<file path="config.mk">
export PLATFORM = sky130hd
export DESIGN_NAME = rv_exec_core
export DESIGN_NICKNAME = d
export VERILOG_FILES = /design/src/hw/rv_pkg.sv /design/src/hw/rv_exec_core.sv /design/src/hw/execute_stage.sv /design/src/hw/instr_decode.sv /design/src/hw/reg_file.sv /design/src/hw/alu.sv
export VERILOG_INCLUDE_DIRS = /design/src /design/src/hw
export SDC_FILE = /design/constraint.sdc
export NUM_CORES = 2
export LEC_CHECK = 0
export BUFFER_PORTS_ARGS = -buffer_cell sky130_fd_sc_hd__buf_4
export CELL_PAD_IN_SITES_DETAIL_PLACEMENT = 1
export CELL_PAD_IN_SITES_GLOBAL_PLACEMENT = 2
export CORE_ASPECT_RATIO = 2
export CORE_MARGIN = 2
export CORE_UTILIZATION = 40
export DETAILED_ROUTE_END_ITERATION = 16
export PLACE_DENSITY_LB_ADDON = 0.25
export SETUP_SLACK_MARGIN = 0.3
export SLEW_MARGIN = 20
export SYNTH_ARGS = -nofsm -noshare
export SYNTH_HDL_FRONTEND = slang
export SYNTH_SLANG_ARGS = --single-unit
</file>
<file path="constraint.sdc">
create_clock -name clk -period 8.5 [get_ports clk]
set_input_delay 0.425 -clock clk [delete_from_list [all_inputs] [get_ports clk]]
set_output_delay 0.425 -clock clk [all_outputs]
set_load 0.02 [all_outputs]
</file>
<file path="src/hw/rv_core_cfg.svh">
`ifndef RV_CORE_CFG_SVH
`define RV_CORE_CFG_SVH

// datapath and register file sizes.
`define XLEN       32
`define REG_COUNT  32
`define REG_ADDR_W 5

// function fields of the instruction word.
`define FUNCT3_HI  14
`define FUNCT3_LO  12
`define FUNCT7_HI  31
`define FUNCT7_LO  25

`endif
</file>
<file path="src/hw/rv_pkg.sv">
`include "rv_core_cfg.svh"

package rv_pkg;

  typedef enum logic [6:0] {
    OP_LUI    = 7'b0110111,
    OP_AUIPC  = 7'b0010111,
    OP_JAL    = 7'b1101111,
    OP_JALR   = 7'b1100111,
    OP_BRANCH = 7'b1100011,
    OP_LOAD   = 7'b0000011,
    OP_STORE  = 7'b0100011,
    OP_IMM    = 7'b0010011,
    OP_REG    = 7'b0110011
  } opcode_t;

  typedef enum logic [2:0] {
    FMT_R   = 3'd0,
    FMT_I   = 3'd1,
    FMT_L   = 3'd2,
    FMT_S   = 3'd3,
    FMT_B   = 3'd4,
    FMT_U   = 3'd5,
    FMT_J   = 3'd6,
    FMT_BAD = 3'd7
  } instr_format_t;

  typedef enum logic [3:0] {
    ALU_ADD     = 4'd0,
    ALU_SUB     = 4'd1,
    ALU_SLL     = 4'd2,
    ALU_SLT     = 4'd3,
    ALU_SLTU    = 4'd4,
    ALU_XOR     = 4'd5,
    ALU_SRL     = 4'd6,
    ALU_SRA     = 4'd7,
    ALU_OR      = 4'd8,
    ALU_AND     = 4'd9,
    ALU_INVALID = 4'd15
  } alu_op_t;

  typedef struct packed {
    logic [6:0] funct7;
    logic [4:0] rs2;
    logic [4:0] rs1;
    logic [2:0] funct3;
    logic [4:0] rd;
    logic [6:0] opcode;
  } r_view_t;

  typedef struct packed {
    logic [11:0] imm_11_0;
    logic [4:0]  rs1;
    logic [2:0]  funct3;
    logic [4:0]  rd;
    logic [6:0]  opcode;
  } i_view_t;

  typedef struct packed {
    logic [6:0] imm_11_5;
    logic [4:0] rs2;
    logic [4:0] rs1;
    logic [2:0] funct3;
    logic [4:0] imm_4_0;
    logic [6:0] opcode;
  } s_view_t;

  typedef struct packed {
    logic       imm_12;
    logic [5:0] imm_10_5;
    logic [4:0] rs2;
    logic [4:0] rs1;
    logic [2:0] funct3;
    logic [3:0] imm_4_1;
    logic       imm_11;
    logic [6:0] opcode;
  } b_view_t;

  typedef struct packed {
    logic [19:0] imm_31_12;
    logic [4:0]  rd;
    logic [6:0]  opcode;
  } u_view_t;

  typedef struct packed {
    logic       imm_20;
    logic [9:0] imm_10_1;
    logic       imm_11;
    logic [7:0] imm_19_12;
    logic [4:0] rd;
    logic [6:0] opcode;
  } j_view_t;

  typedef union packed {
    r_view_t r;
    i_view_t i;
    s_view_t s;
    b_view_t b;
    u_view_t u;
    j_view_t j;
  } instr_word_u;

  typedef struct packed {
    logic [`XLEN-1:0] pc;
    instr_word_u      instr;
  } issue_t;

  typedef struct packed {
    logic [`XLEN-1:0]       pc;
    instr_format_t          fmt;
    alu_op_t                alu_op;
    logic [`XLEN-1:0]       imm;
    logic [`REG_ADDR_W-1:0] rs1;
    logic [`REG_ADDR_W-1:0] rs2;
    logic [`REG_ADDR_W-1:0] rd;
    logic                   uses_imm;
    logic                   is_jalr;
    logic                   is_lui;
    logic                   is_auipc;
    logic                   branch_invert; // bne, bge, bgeu.
    logic                   illegal;
  } decoded_t;

  typedef struct packed {
    logic [`XLEN-1:0]       pc;
    logic [`REG_ADDR_W-1:0] rd;
    logic [`XLEN-1:0]       rd_value;
    logic                   rd_write;
    logic                   branch_taken;
    logic [`XLEN-1:0]       next_pc;
    logic                   illegal;
  } retire_t;

endpackage

</file>
<file path="src/hw/rv_exec_core.sv">
`include "rv_core_cfg.svh"

module rv_exec_core (
  input  logic            clk,
  input  logic            rst,
  input  logic            issue_valid,
  input  rv_pkg::issue_t  issue,
  output logic            retire_valid,
  output rv_pkg::retire_t retire
);
  import rv_pkg::*;

  logic                   dec_valid;
  decoded_t               dec;
  logic [`REG_ADDR_W-1:0] raddr1;
  logic [`REG_ADDR_W-1:0] raddr2;
  logic [`XLEN-1:0]       rdata1;
  logic [`XLEN-1:0]       rdata2;
  logic                   we;
  logic [`REG_ADDR_W-1:0] waddr;
  logic [`XLEN-1:0]       wdata;

  instr_decode instr_decode_inst (
    .clk        (clk),
    .rst        (rst),
    .issue_valid(issue_valid),
    .issue      (issue),
    .dec_valid  (dec_valid),
    .dec        (dec)
  );

  execute_stage execute_stage_inst (
    .clk         (clk),
    .rst         (rst),
    .dec_valid   (dec_valid),
    .dec         (dec),
    .raddr1      (raddr1),
    .raddr2      (raddr2),
    .rdata1      (rdata1),
    .rdata2      (rdata2),
    .we          (we),
    .waddr       (waddr),
    .wdata       (wdata),
    .retire_valid(retire_valid),
    .retire      (retire)
  );

  reg_file reg_file_inst (
    .clk   (clk),
    .rst   (rst),
    .raddr1(raddr1),
    .raddr2(raddr2),
    .rdata1(rdata1),
    .rdata2(rdata2),
    .we    (we),
    .waddr (waddr),
    .wdata (wdata)
  );

endmodule

</file>
<file path="src/hw/execute_stage.sv">
`include "rv_core_cfg.svh"

module execute_stage (
  input  logic                   clk,
  input  logic                   rst,
  input  logic                   dec_valid,
  input  rv_pkg::decoded_t       dec,
  output logic [`REG_ADDR_W-1:0] raddr1,
  output logic [`REG_ADDR_W-1:0] raddr2,
  input  logic [`XLEN-1:0]       rdata1,
  input  logic [`XLEN-1:0]       rdata2,
  output logic                   we,
  output logic [`REG_ADDR_W-1:0] waddr,
  output logic [`XLEN-1:0]       wdata,
  output logic                   retire_valid,
  output rv_pkg::retire_t        retire
);
  import rv_pkg::*;

  logic [`XLEN-1:0] op_b;
  logic [`XLEN-1:0] alu_y;
  logic [`XLEN-1:0] pc_plus4;
  logic [`XLEN-1:0] pc_plus_imm;
  logic [`XLEN-1:0] rd_value;
  logic [`XLEN-1:0] next_pc;
  logic             is_branch;
  logic             is_eq_branch;
  logic             cond;
  logic             branch_taken;
  logic             writes_rd;
  logic             rd_write;
  retire_t          retire_next;

  assign raddr1 = dec.rs1;
  assign raddr2 = dec.rs2;
  assign op_b   = dec.uses_imm ? dec.imm : rdata2;

  alu alu_inst (
    .op(dec.alu_op),
    .a (rdata1),
    .b (op_b),
    .y (alu_y)
  );

  assign pc_plus4    = dec.pc + `XLEN'(4);
  assign pc_plus_imm = dec.pc + dec.imm;

  // beq and bne compare through a subtract.
  assign is_branch    = (dec.fmt == FMT_B) && !dec.illegal;
  assign is_eq_branch = (dec.alu_op == ALU_SUB);
  assign cond         = is_eq_branch ? (alu_y == '0) : alu_y[0];
  assign branch_taken = is_branch && (cond ^ dec.branch_invert);

  always_comb begin
    if (dec.is_lui) begin
      rd_value = dec.imm;
    end else if (dec.is_auipc) begin
      rd_value = pc_plus_imm;
    end else if (dec.fmt == FMT_J) begin
      rd_value = pc_plus4; // link address.
    end else begin
      rd_value = alu_y;
    end
  end

  always_comb begin
    if ((dec.fmt == FMT_J) && dec.is_jalr) begin
      next_pc = {alu_y[`XLEN-1:1], 1'b0};
    end else if ((dec.fmt == FMT_J) || branch_taken) begin
      next_pc = pc_plus_imm;
    end else begin
      next_pc = pc_plus4;
    end
  end

  assign writes_rd = (dec.fmt == FMT_R) || (dec.fmt == FMT_I) ||
                     (dec.fmt == FMT_U) || (dec.fmt == FMT_J);
  assign rd_write  = dec_valid && !dec.illegal && writes_rd && (dec.rd != '0);

  // write lands on the same edge as the retire record.
  assign we    = rd_write;
  assign waddr = dec.rd;
  assign wdata = rd_value;

  always_comb begin
    retire_next.pc           = dec.pc;
    retire_next.rd           = dec.rd;
    retire_next.rd_value     = rd_value;
    retire_next.rd_write     = rd_write;
    retire_next.branch_taken = branch_taken;
    retire_next.next_pc      = next_pc;
    retire_next.illegal      = dec.illegal;
  end

  always_ff @(posedge clk) begin
    if (rst) begin
      retire_valid <= 1'b0;
    end else begin
      retire_valid <= dec_valid;
    end
  end

  always_ff @(posedge clk) begin
    if (dec_valid) begin
      retire <= retire_next;
    end
  end

endmodule

</file>
<file path="src/hw/instr_decode.sv">
`include "rv_core_cfg.svh"

module instr_decode (
  input  logic             clk,
  input  logic             rst,
  input  logic             issue_valid,
  input  rv_pkg::issue_t   issue,
  output logic             dec_valid,
  output rv_pkg::decoded_t dec
);
  import rv_pkg::*;

  instr_word_u      iw;
  logic [31:0]      raw;
  opcode_t          opcode;
  logic [2:0]       funct3;
  logic [6:0]       funct7;
  logic             f7_zero;
  logic             f7_alt;
  instr_format_t    fmt;
  logic             is_jalr;
  logic             is_lui;
  logic             is_auipc;
  alu_op_t          r_op;
  alu_op_t          i_op;
  alu_op_t          b_op;
  alu_op_t          alu_op;
  logic [`XLEN-1:0] imm;
  logic             illegal;
  decoded_t         dec_next;

  assign iw      = issue.instr;
  assign raw     = issue.instr;
  assign opcode  = opcode_t'(iw.r.opcode);
  assign funct3  = raw[`FUNCT3_HI:`FUNCT3_LO];
  assign funct7  = raw[`FUNCT7_HI:`FUNCT7_LO];
  assign f7_zero = (funct7 == 7'b0000000);
  assign f7_alt  = (funct7 == 7'b0100000);

  always_comb begin
    case (opcode)
      OP_REG:    fmt = FMT_R;
      OP_IMM:    fmt = FMT_I;
      OP_LOAD:   fmt = FMT_L;
      OP_STORE:  fmt = FMT_S;
      OP_BRANCH: fmt = FMT_B;
      OP_LUI,
      OP_AUIPC:  fmt = FMT_U;
      OP_JAL,
      OP_JALR:   fmt = FMT_J; // jalr told apart by is_jalr.
      default:   fmt = FMT_BAD;
    endcase
  end

  assign is_jalr  = (opcode == OP_JALR);
  assign is_lui   = (opcode == OP_LUI);
  assign is_auipc = (opcode == OP_AUIPC);

  always_comb begin
    case (funct3)
      3'b000:  r_op = f7_alt ? ALU_SUB : (f7_zero ? ALU_ADD : ALU_INVALID);
      3'b001:  r_op = f7_zero ? ALU_SLL : ALU_INVALID;
      3'b010:  r_op = f7_zero ? ALU_SLT : ALU_INVALID;
      3'b011:  r_op = f7_zero ? ALU_SLTU : ALU_INVALID;
      3'b100:  r_op = f7_zero ? ALU_XOR : ALU_INVALID;
      3'b101:  r_op = f7_alt ? ALU_SRA : (f7_zero ? ALU_SRL : ALU_INVALID);
      3'b110:  r_op = f7_zero ? ALU_OR : ALU_INVALID;
      default: r_op = f7_zero ? ALU_AND : ALU_INVALID;
    endcase
  end

  // only the shifts look at the upper immediate bits.
  always_comb begin
    case (funct3)
      3'b000:  i_op = ALU_ADD;
      3'b001:  i_op = f7_zero ? ALU_SLL : ALU_INVALID;
      3'b010:  i_op = ALU_SLT;
      3'b011:  i_op = ALU_SLTU;
      3'b100:  i_op = ALU_XOR;
      3'b101:  i_op = f7_alt ? ALU_SRA : (f7_zero ? ALU_SRL : ALU_INVALID);
      3'b110:  i_op = ALU_OR;
      default: i_op = ALU_AND;
    endcase
  end

  always_comb begin
    case (funct3)
      3'b000, 3'b001: b_op = ALU_SUB;
      3'b100, 3'b101: b_op = ALU_SLT;
      3'b110, 3'b111: b_op = ALU_SLTU;
      default:        b_op = ALU_INVALID; // 010 and 011 are undefined.
    endcase
  end

  always_comb begin
    case (fmt)
      FMT_R:   alu_op = r_op;
      FMT_I:   alu_op = i_op;
      FMT_B:   alu_op = b_op;
      default: alu_op = ALU_ADD; // jalr target add.
    endcase
  end

  always_comb begin
    case (fmt)
      FMT_S:   imm = {{(`XLEN-12){iw.s.imm_11_5[6]}}, iw.s.imm_11_5, iw.s.imm_4_0};
      FMT_B:   imm = {{(`XLEN-13){iw.b.imm_12}}, iw.b.imm_12, iw.b.imm_11,
                      iw.b.imm_10_5, iw.b.imm_4_1, 1'b0};
      FMT_U:   imm = `XLEN'({iw.u.imm_31_12, 12'b0});
      FMT_J:   imm = is_jalr ? {{(`XLEN-12){iw.i.imm_11_0[11]}}, iw.i.imm_11_0}
                             : {{(`XLEN-21){iw.j.imm_20}}, iw.j.imm_20, iw.j.imm_19_12,
                                iw.j.imm_11, iw.j.imm_10_1, 1'b0};
      default: imm = {{(`XLEN-12){iw.i.imm_11_0[11]}}, iw.i.imm_11_0};
    endcase
  end

  assign illegal = (fmt == FMT_L) || (fmt == FMT_S) || (fmt == FMT_BAD) ||
                   (alu_op == ALU_INVALID);

  always_comb begin
    dec_next.pc            = issue.pc;
    dec_next.fmt           = fmt;
    dec_next.alu_op        = alu_op;
    dec_next.imm           = imm;
    dec_next.rs1           = iw.r.rs1;
    dec_next.rs2           = iw.r.rs2;
    dec_next.rd            = iw.r.rd;
    dec_next.uses_imm      = (fmt != FMT_R) && (fmt != FMT_B);
    dec_next.is_jalr       = is_jalr;
    dec_next.is_lui        = is_lui;
    dec_next.is_auipc      = is_auipc;
    dec_next.branch_invert = (fmt == FMT_B) && funct3[0];
    dec_next.illegal       = illegal;
  end

  always_ff @(posedge clk) begin
    if (rst) begin
      dec_valid <= 1'b0;
    end else begin
      dec_valid <= issue_valid;
    end
  end

  always_ff @(posedge clk) begin
    if (issue_valid) begin
      dec <= dec_next;
    end
  end

endmodule

</file>
<file path="src/hw/reg_file.sv">
`include "rv_core_cfg.svh"

module reg_file (
  input  logic                   clk,
  input  logic                   rst,
  input  logic [`REG_ADDR_W-1:0] raddr1,
  input  logic [`REG_ADDR_W-1:0] raddr2,
  output logic [`XLEN-1:0]       rdata1,
  output logic [`XLEN-1:0]       rdata2,
  input  logic                   we,
  input  logic [`REG_ADDR_W-1:0] waddr,
  input  logic [`XLEN-1:0]       wdata
);

  logic [`XLEN-1:0] regs [`REG_COUNT];

  // x0 is cleared by reset and never written.
  always_ff @(posedge clk) begin
    if (rst) begin
      for (int k = 0; k < `REG_COUNT; k++) begin
        regs[k] <= '0;
      end
    end else if (we && (waddr != '0)) begin
      regs[waddr] <= wdata;
    end
  end

  assign rdata1 = regs[raddr1];
  assign rdata2 = regs[raddr2];

endmodule

</file>
<file path="src/hw/alu.sv">
`include "rv_core_cfg.svh"

module alu (
  input  rv_pkg::alu_op_t  op,
  input  logic [`XLEN-1:0] a,
  input  logic [`XLEN-1:0] b,
  output logic [`XLEN-1:0] y
);
  import rv_pkg::*;

  logic [$clog2(`XLEN)-1:0] shamt;
  logic                     lt_signed;
  logic                     lt_unsigned;

  assign shamt       = b[$clog2(`XLEN)-1:0]; // low bits only.
  assign lt_signed   = $signed(a) < $signed(b);
  assign lt_unsigned = a < b;

  always_comb begin
    case (op)
      ALU_ADD:  y = a + b;
      ALU_SUB:  y = a - b;
      ALU_SLL:  y = a << shamt;
      ALU_SLT:  y = {{(`XLEN-1){1'b0}}, lt_signed};
      ALU_SLTU: y = {{(`XLEN-1){1'b0}}, lt_unsigned};
      ALU_XOR:  y = a ^ b;
      ALU_SRL:  y = a >> shamt;
      ALU_SRA:  y = $signed(a) >>> shamt;
      ALU_OR:   y = a | b;
      ALU_AND:  y = a & b;
      default:  y = '0;
    endcase
  end

endmodule

</file>
* After elaboration in Yosys (flattened, before gate mapping) *
Memories as Yosys holds them, arrays and structs flattened. A register that Yosys moved wholly into a read port is not among the register bits.
Index checks and enable logic that the tools add are counted.

word-level totals
  bits in registers = 198
  bits in writable memories = 1024
  input port bits = 67
  output and inout port bits = 105
  word-level logic and storage cells = 142
  memories kept = 1

operators by class
  add/subtract/negate cells = 4
  order comparisons = 2
  eq/ne operators = 39
  shifts and indexed selects = 3
  multiplexer cells = 35
  bitwise operators = 4
  reduce and logical (&&, ||, !) cells = 31

memory list
  memory              depth  width  read ports  clocked after Yosys merged registers in  write ports  line            text
  reg_file_inst.regs  32     32     2           2                                        32           reg_file.sv:15  logic [`XLEN-1:0] regs [`REG_COUNT];

operator list
  kind                     count
  $pmux W32 S10            1
  $mux W32                 7
  $pmux W31 S4             1
  $add A32 B32 Y32         2
  $lt A32 B32 Y1           2
  $pmux W4 S7              2
  $eq A3 B3 Y1 const B     11
  $add A32 B3 Y32 const B  1
  $and A32 B32 Y32         1
  $logic_not A32 Y1        1
  $mux W4                  8
  $or A32 B32 Y32          1
  $reduce_or A32 Y1        1
  $shl A32 B5 Y32          1
  $shr A32 B5 Y32          1
  $sshr A32 B5 Y32         1
  $sub A32 B32 Y32         1
  $xor A32 B32 Y32         1
  $eq A7 B6 Y1 const B     4
  $pmux W4 S3              2
  $eq A7 B7 Y1 const B     3
  $pmux W3 S7              1
  $mux W20                 1
  $eq A4 B3 Y1 const B     4
  other kinds (21)         59

* Logic depth before layout (Yosys ltp) *
  depth in word-level cells = 12
  mapped depth = 34
  gate-level depth less buffers = 25

* Cells and area by module *
Synthesis repeated with hierarchy kept, for this count alone.

second synthesis, totals
  cells, all modules = 6799
  area, all modules = 75369.8 µm²

by module, submodules not included
  module         instances  cells an instance  area each (µm²)  seq. area each (µm²)
  reg_file       1          4605               55896.1          30749.5
  alu            1          1197               8485.6           0.0
  execute_stage  1          775                7358.3           3143.0
  instr_decode   1          222                3629.7           2782.7

* Worst setup path after synthesis *
No wires, ideal clock.

  path type = reg2reg
  start point = register (tool-made name)
  end point = register, netlist name execute_stage_inst.retire[18]
  setup time = 268 ps
  arrival time = 7699 ps
  required time = 8232 ps
  slack = 533 ps
  stages on the path, launching flop included = 31
  buffers on the path = 9
  period minus slack after synthesis = 7967 ps
  cell sequence = dfxtp_1 buf_6 buf_8 buf_6 buf_6 clkbuf_1 buf_1 buf_1 mux4_2 mux4_2 mux2i_1 o21a_1 ha_1 clkbuf_1 o21a_1 o21ai_0 a21oi_1 o31a_1 o21ai_0 a31oi_1 o2111ai_1 nand2_1 a221o_1 a2111oi_0 nand3b_1 o31a_1 o31ai_2 inv_2 nor2_8 buf_6 a221oi_2

==> impl_metrics.yaml <==
run_status:
  outcome: "finished, final reports clean"
route:
  ant_nets: 0
  vias_per_cell: 6.67
  drt_iter0_drc: 6059
  detail_route.wl_per_cell_um: 40.6
  drc: 0
  wirelength_um: 365000
  routed-via-count: 59900
  dr.pass1.iters: 5
run:
  drv_cap: 0
global_route:
  grt_max_degree: 107
  grt_antenna_before_repair: 25
  overflow: 0
  grtUsageTotal_pct: 38.9
  grt_pass1_vias: 62200
  grt_pass1_wl_um: 498000
floorplan:
  dieArea_um2: 186000
  start_util_pct: 40.2
  die_h_um: 607
  die_width_um: 306
  rows: 221
  io_pins: 172
  coreArea_um2: 181000
timing:
  fin_ws_ps: 492
  fmax_ghz: 0.125
  maxSlewHeadroom_pct: 14.4
  worstMarginPinSlew_ps: 1280
  rsz0062_at_grt: "false"
  period_minus_slack_ps: 8010
  setup_viol: 0
  maxSlewViolCount: 0
  fin_skew_ps: 93.8
  fin_crit_sh_pct: 94.2
  setup_tns_ps: 0
  hold_viol_final: 0
finish:
  final_layout_size_suffix_gt1_share_pct: 19.5
  finalNetCount: 6732
  syn2layout_area_growth_pct: 14.6
  instances_no_fill: 8983
  mostFrequentLayoutCell: "nor2_1"
  layout_common_cells: "nor2_1 (1229), edfxtp_1 (1220), mux2i_1 (606)"
critical_path:
  critPathLaunchType: "flop"
  critPathSlowestCell: "dfxtp_4"
  slowest_delay_ps: 570
  crit_buf_inv: 9
  crit_type: "reg -> reg"
  required_ps: 9040
  end_kind: "flop"
  crit_family: "compound AO/OA/AOI/OAI gates"
  arrival_ps: 8550
  cp_max_fo: 44
  cp_common_cell: "buf_4"
cts:
  cts_num_sinks: 1232
  cts.htree.levels: 3
  worstSkewPairLatency_ps: 810
  clockRootBuffer: "clkbuf_16"
  cts_buffers: 114
  cts_tree: "done"
  cts.path.max_buffers: 3
  clk_pin_slew_ps: 70
placement:
  hpwl_um: 256000
  dp.cells: 8688
  place_congestion: 1.03
  portBuffers: 171
  place_ws_ps: 206
logic_synthesis:
  async_flop_share_pct: 0
  yosysUniqueCellTypes: 94
  synth-main-ff-cell: "edfxtp_1"
  avgSynthCellArea_um2: 11.5
  seq_area_frac_synth_pct: 50.7
  netlist_instances: 6326
  ys_ff_latch: 1232
  synth-edff-count: 1220
  synth_area_um2: 72800
  yosysWarnings: 0
power:
  seq_power_share_pct: 37.9
  p_clk_share_pct: 29.5
  p_leak_nw: 32.4
  ir_worst_vdd_mv: 0.170
  p_int_w: 0.0118
  p_switching_w: 0.00697
  p_sw_share_pct: 37.1
  power_frac_comb_pct: 32.5
  p_per_area_nw_per_um2: 226
hold_path:
  hold_class: "in -> reg"
per-stage QoR:
step | cell area [um2] | utilization (%) | total power, W | hold WS (ps)
floorplan | 72900 | - | 0.0103 | 424
CTS | 83200 | 46.0 | 0.0186 | 18.4
detailed placement | 78700 | 43.5 | 0.0131 | 533
global route | 83400 | 46.1 | 0.0192 | 60.9
finish | 83400 | 46.1 | 0.0188 | 50.9
global placement | 78700 | 43.5 | 0.0130 | 539
timing repair:
item | in CTS | in global routing
endpoints found under the hold margin | 71 | 0
hold buffers | 58 | 0
setup buffers | 0 | 3
gates resized for setup | 1 | 14
pin swaps | 0 | 0
setup endpoints to repair | 11 | 37
path summary, 6_finish.rpt:
path,end,depth (start not counted),slack (ps),start
hold / removal,instr_decode_inst.dec[35]$_DFFE_PP_,2,50,issue[14]
hold reg to reg,flop,1,580,instr_decode_inst.dec[12]$_DFFE_PP_
setup reg to reg,execute_stage_inst.retire[3]$_DFFE_PP_,30,490,flop
setup / recovery,execute_stage_inst.retire[3]$_DFFE_PP_,30,490,flop
synthesized netlist by cell type, types with 19 or more instances:
cell type	count	share of area [%]
buf_2	88	0.61
edfxtp_1	1220	50
a21o_1	44	0.45
buf_6	20	0.31
a211oi_1	101	1.0
nand2b_1	58	0.50
nor3_1	49	0.34
nand4_1	27	0.23
nor2_1	1231	6.4
o21ai_0	117	0.80
ha_1	136	2.3
and3_1	30	0.26
mux4_2	315	9.8
a221oi_2	20	0.41
buf_1	34	0.18
nand2_1	336	1.7
xor2_1	38	0.46
a21oi_1	288	2.0
buf_4	32	0.33
o21a_1	33	0.34
nor4_1	25	0.21
clkbuf_1	396	2.0
mux2i_1	626	8.6
o31ai_1	21	0.22
inv_1	141	0.73
o22ai_1	71	0.61
a31oi_1	19	0.16
xnor2_1	28	0.34
nand3_1	140	0.96
o211a_1	20	0.28
mux2_2	19	0.29
a22oi_1	170	1.8
a221oi_1	28	0.34
o221ai_1	31	0.37
and2_1	19	0.16
o211ai_1	51	0.53
nor2b_1	38	0.33
per-layer routing:
| metal | wire length [um] | GRT usage [%] | up-vias |
|---|---|---|---|
| met4 | 41900 | 38.3 | 22 |
| met1 | 115000 | 38.1 | 30900 |
| li1 | - | - | 24200 |
| met3 | 25300 | 7.42 | 1399 |
| met5 | 155 | 0 | - |
| met2 | 183000 | 67.9 | 3371 |
final cells by class:
type	instances	area, um2
fillers	18900	97500
flip-flops and latches	1232	36900
multi-input cells	4404	33600
repair buffers	624	5380
clock buffers	131	2940
well taps	2341	2930
clock inverters	83	987
inverters	150	564
diodes	18	45.0
state kept, by name, summed over array words and instances, names as in the netlist, named ones only:
name,flops
instr_decode_inst.dec,92
reg_file_inst.regs,1024
execute_stage_inst.retire_valid,1
instr_decode_inst.dec_valid,1
execute_stage_inst.retire,104
logic make-up after synthesis:
group                    synth area share [%]
AO/OA/AOI/OAI                            11.2
AND/OR/NAND/NOR                          12.0
buffers and inverters                    4.26
XOR/XNOR                                0.795
adder cells (fa/ha/maj)                  2.42
multiplexers                             18.7
flip-flops                               50.7
other                                 0.00515
power by group through the flow:
stage,logic [W],registers (W),clock network (W)
finish,0.00612,0.00713,0.00556
global route,0.00625,0.00715,0.00578
CTS,0.00584,0.00713,0.00560
detailed placement,0.00579,0.00726,0
global placement,0.00576,0.00725,0
floorplan,0.00307,0.00718,0
No activity file was read; power rests on OpenSTA's default activity.
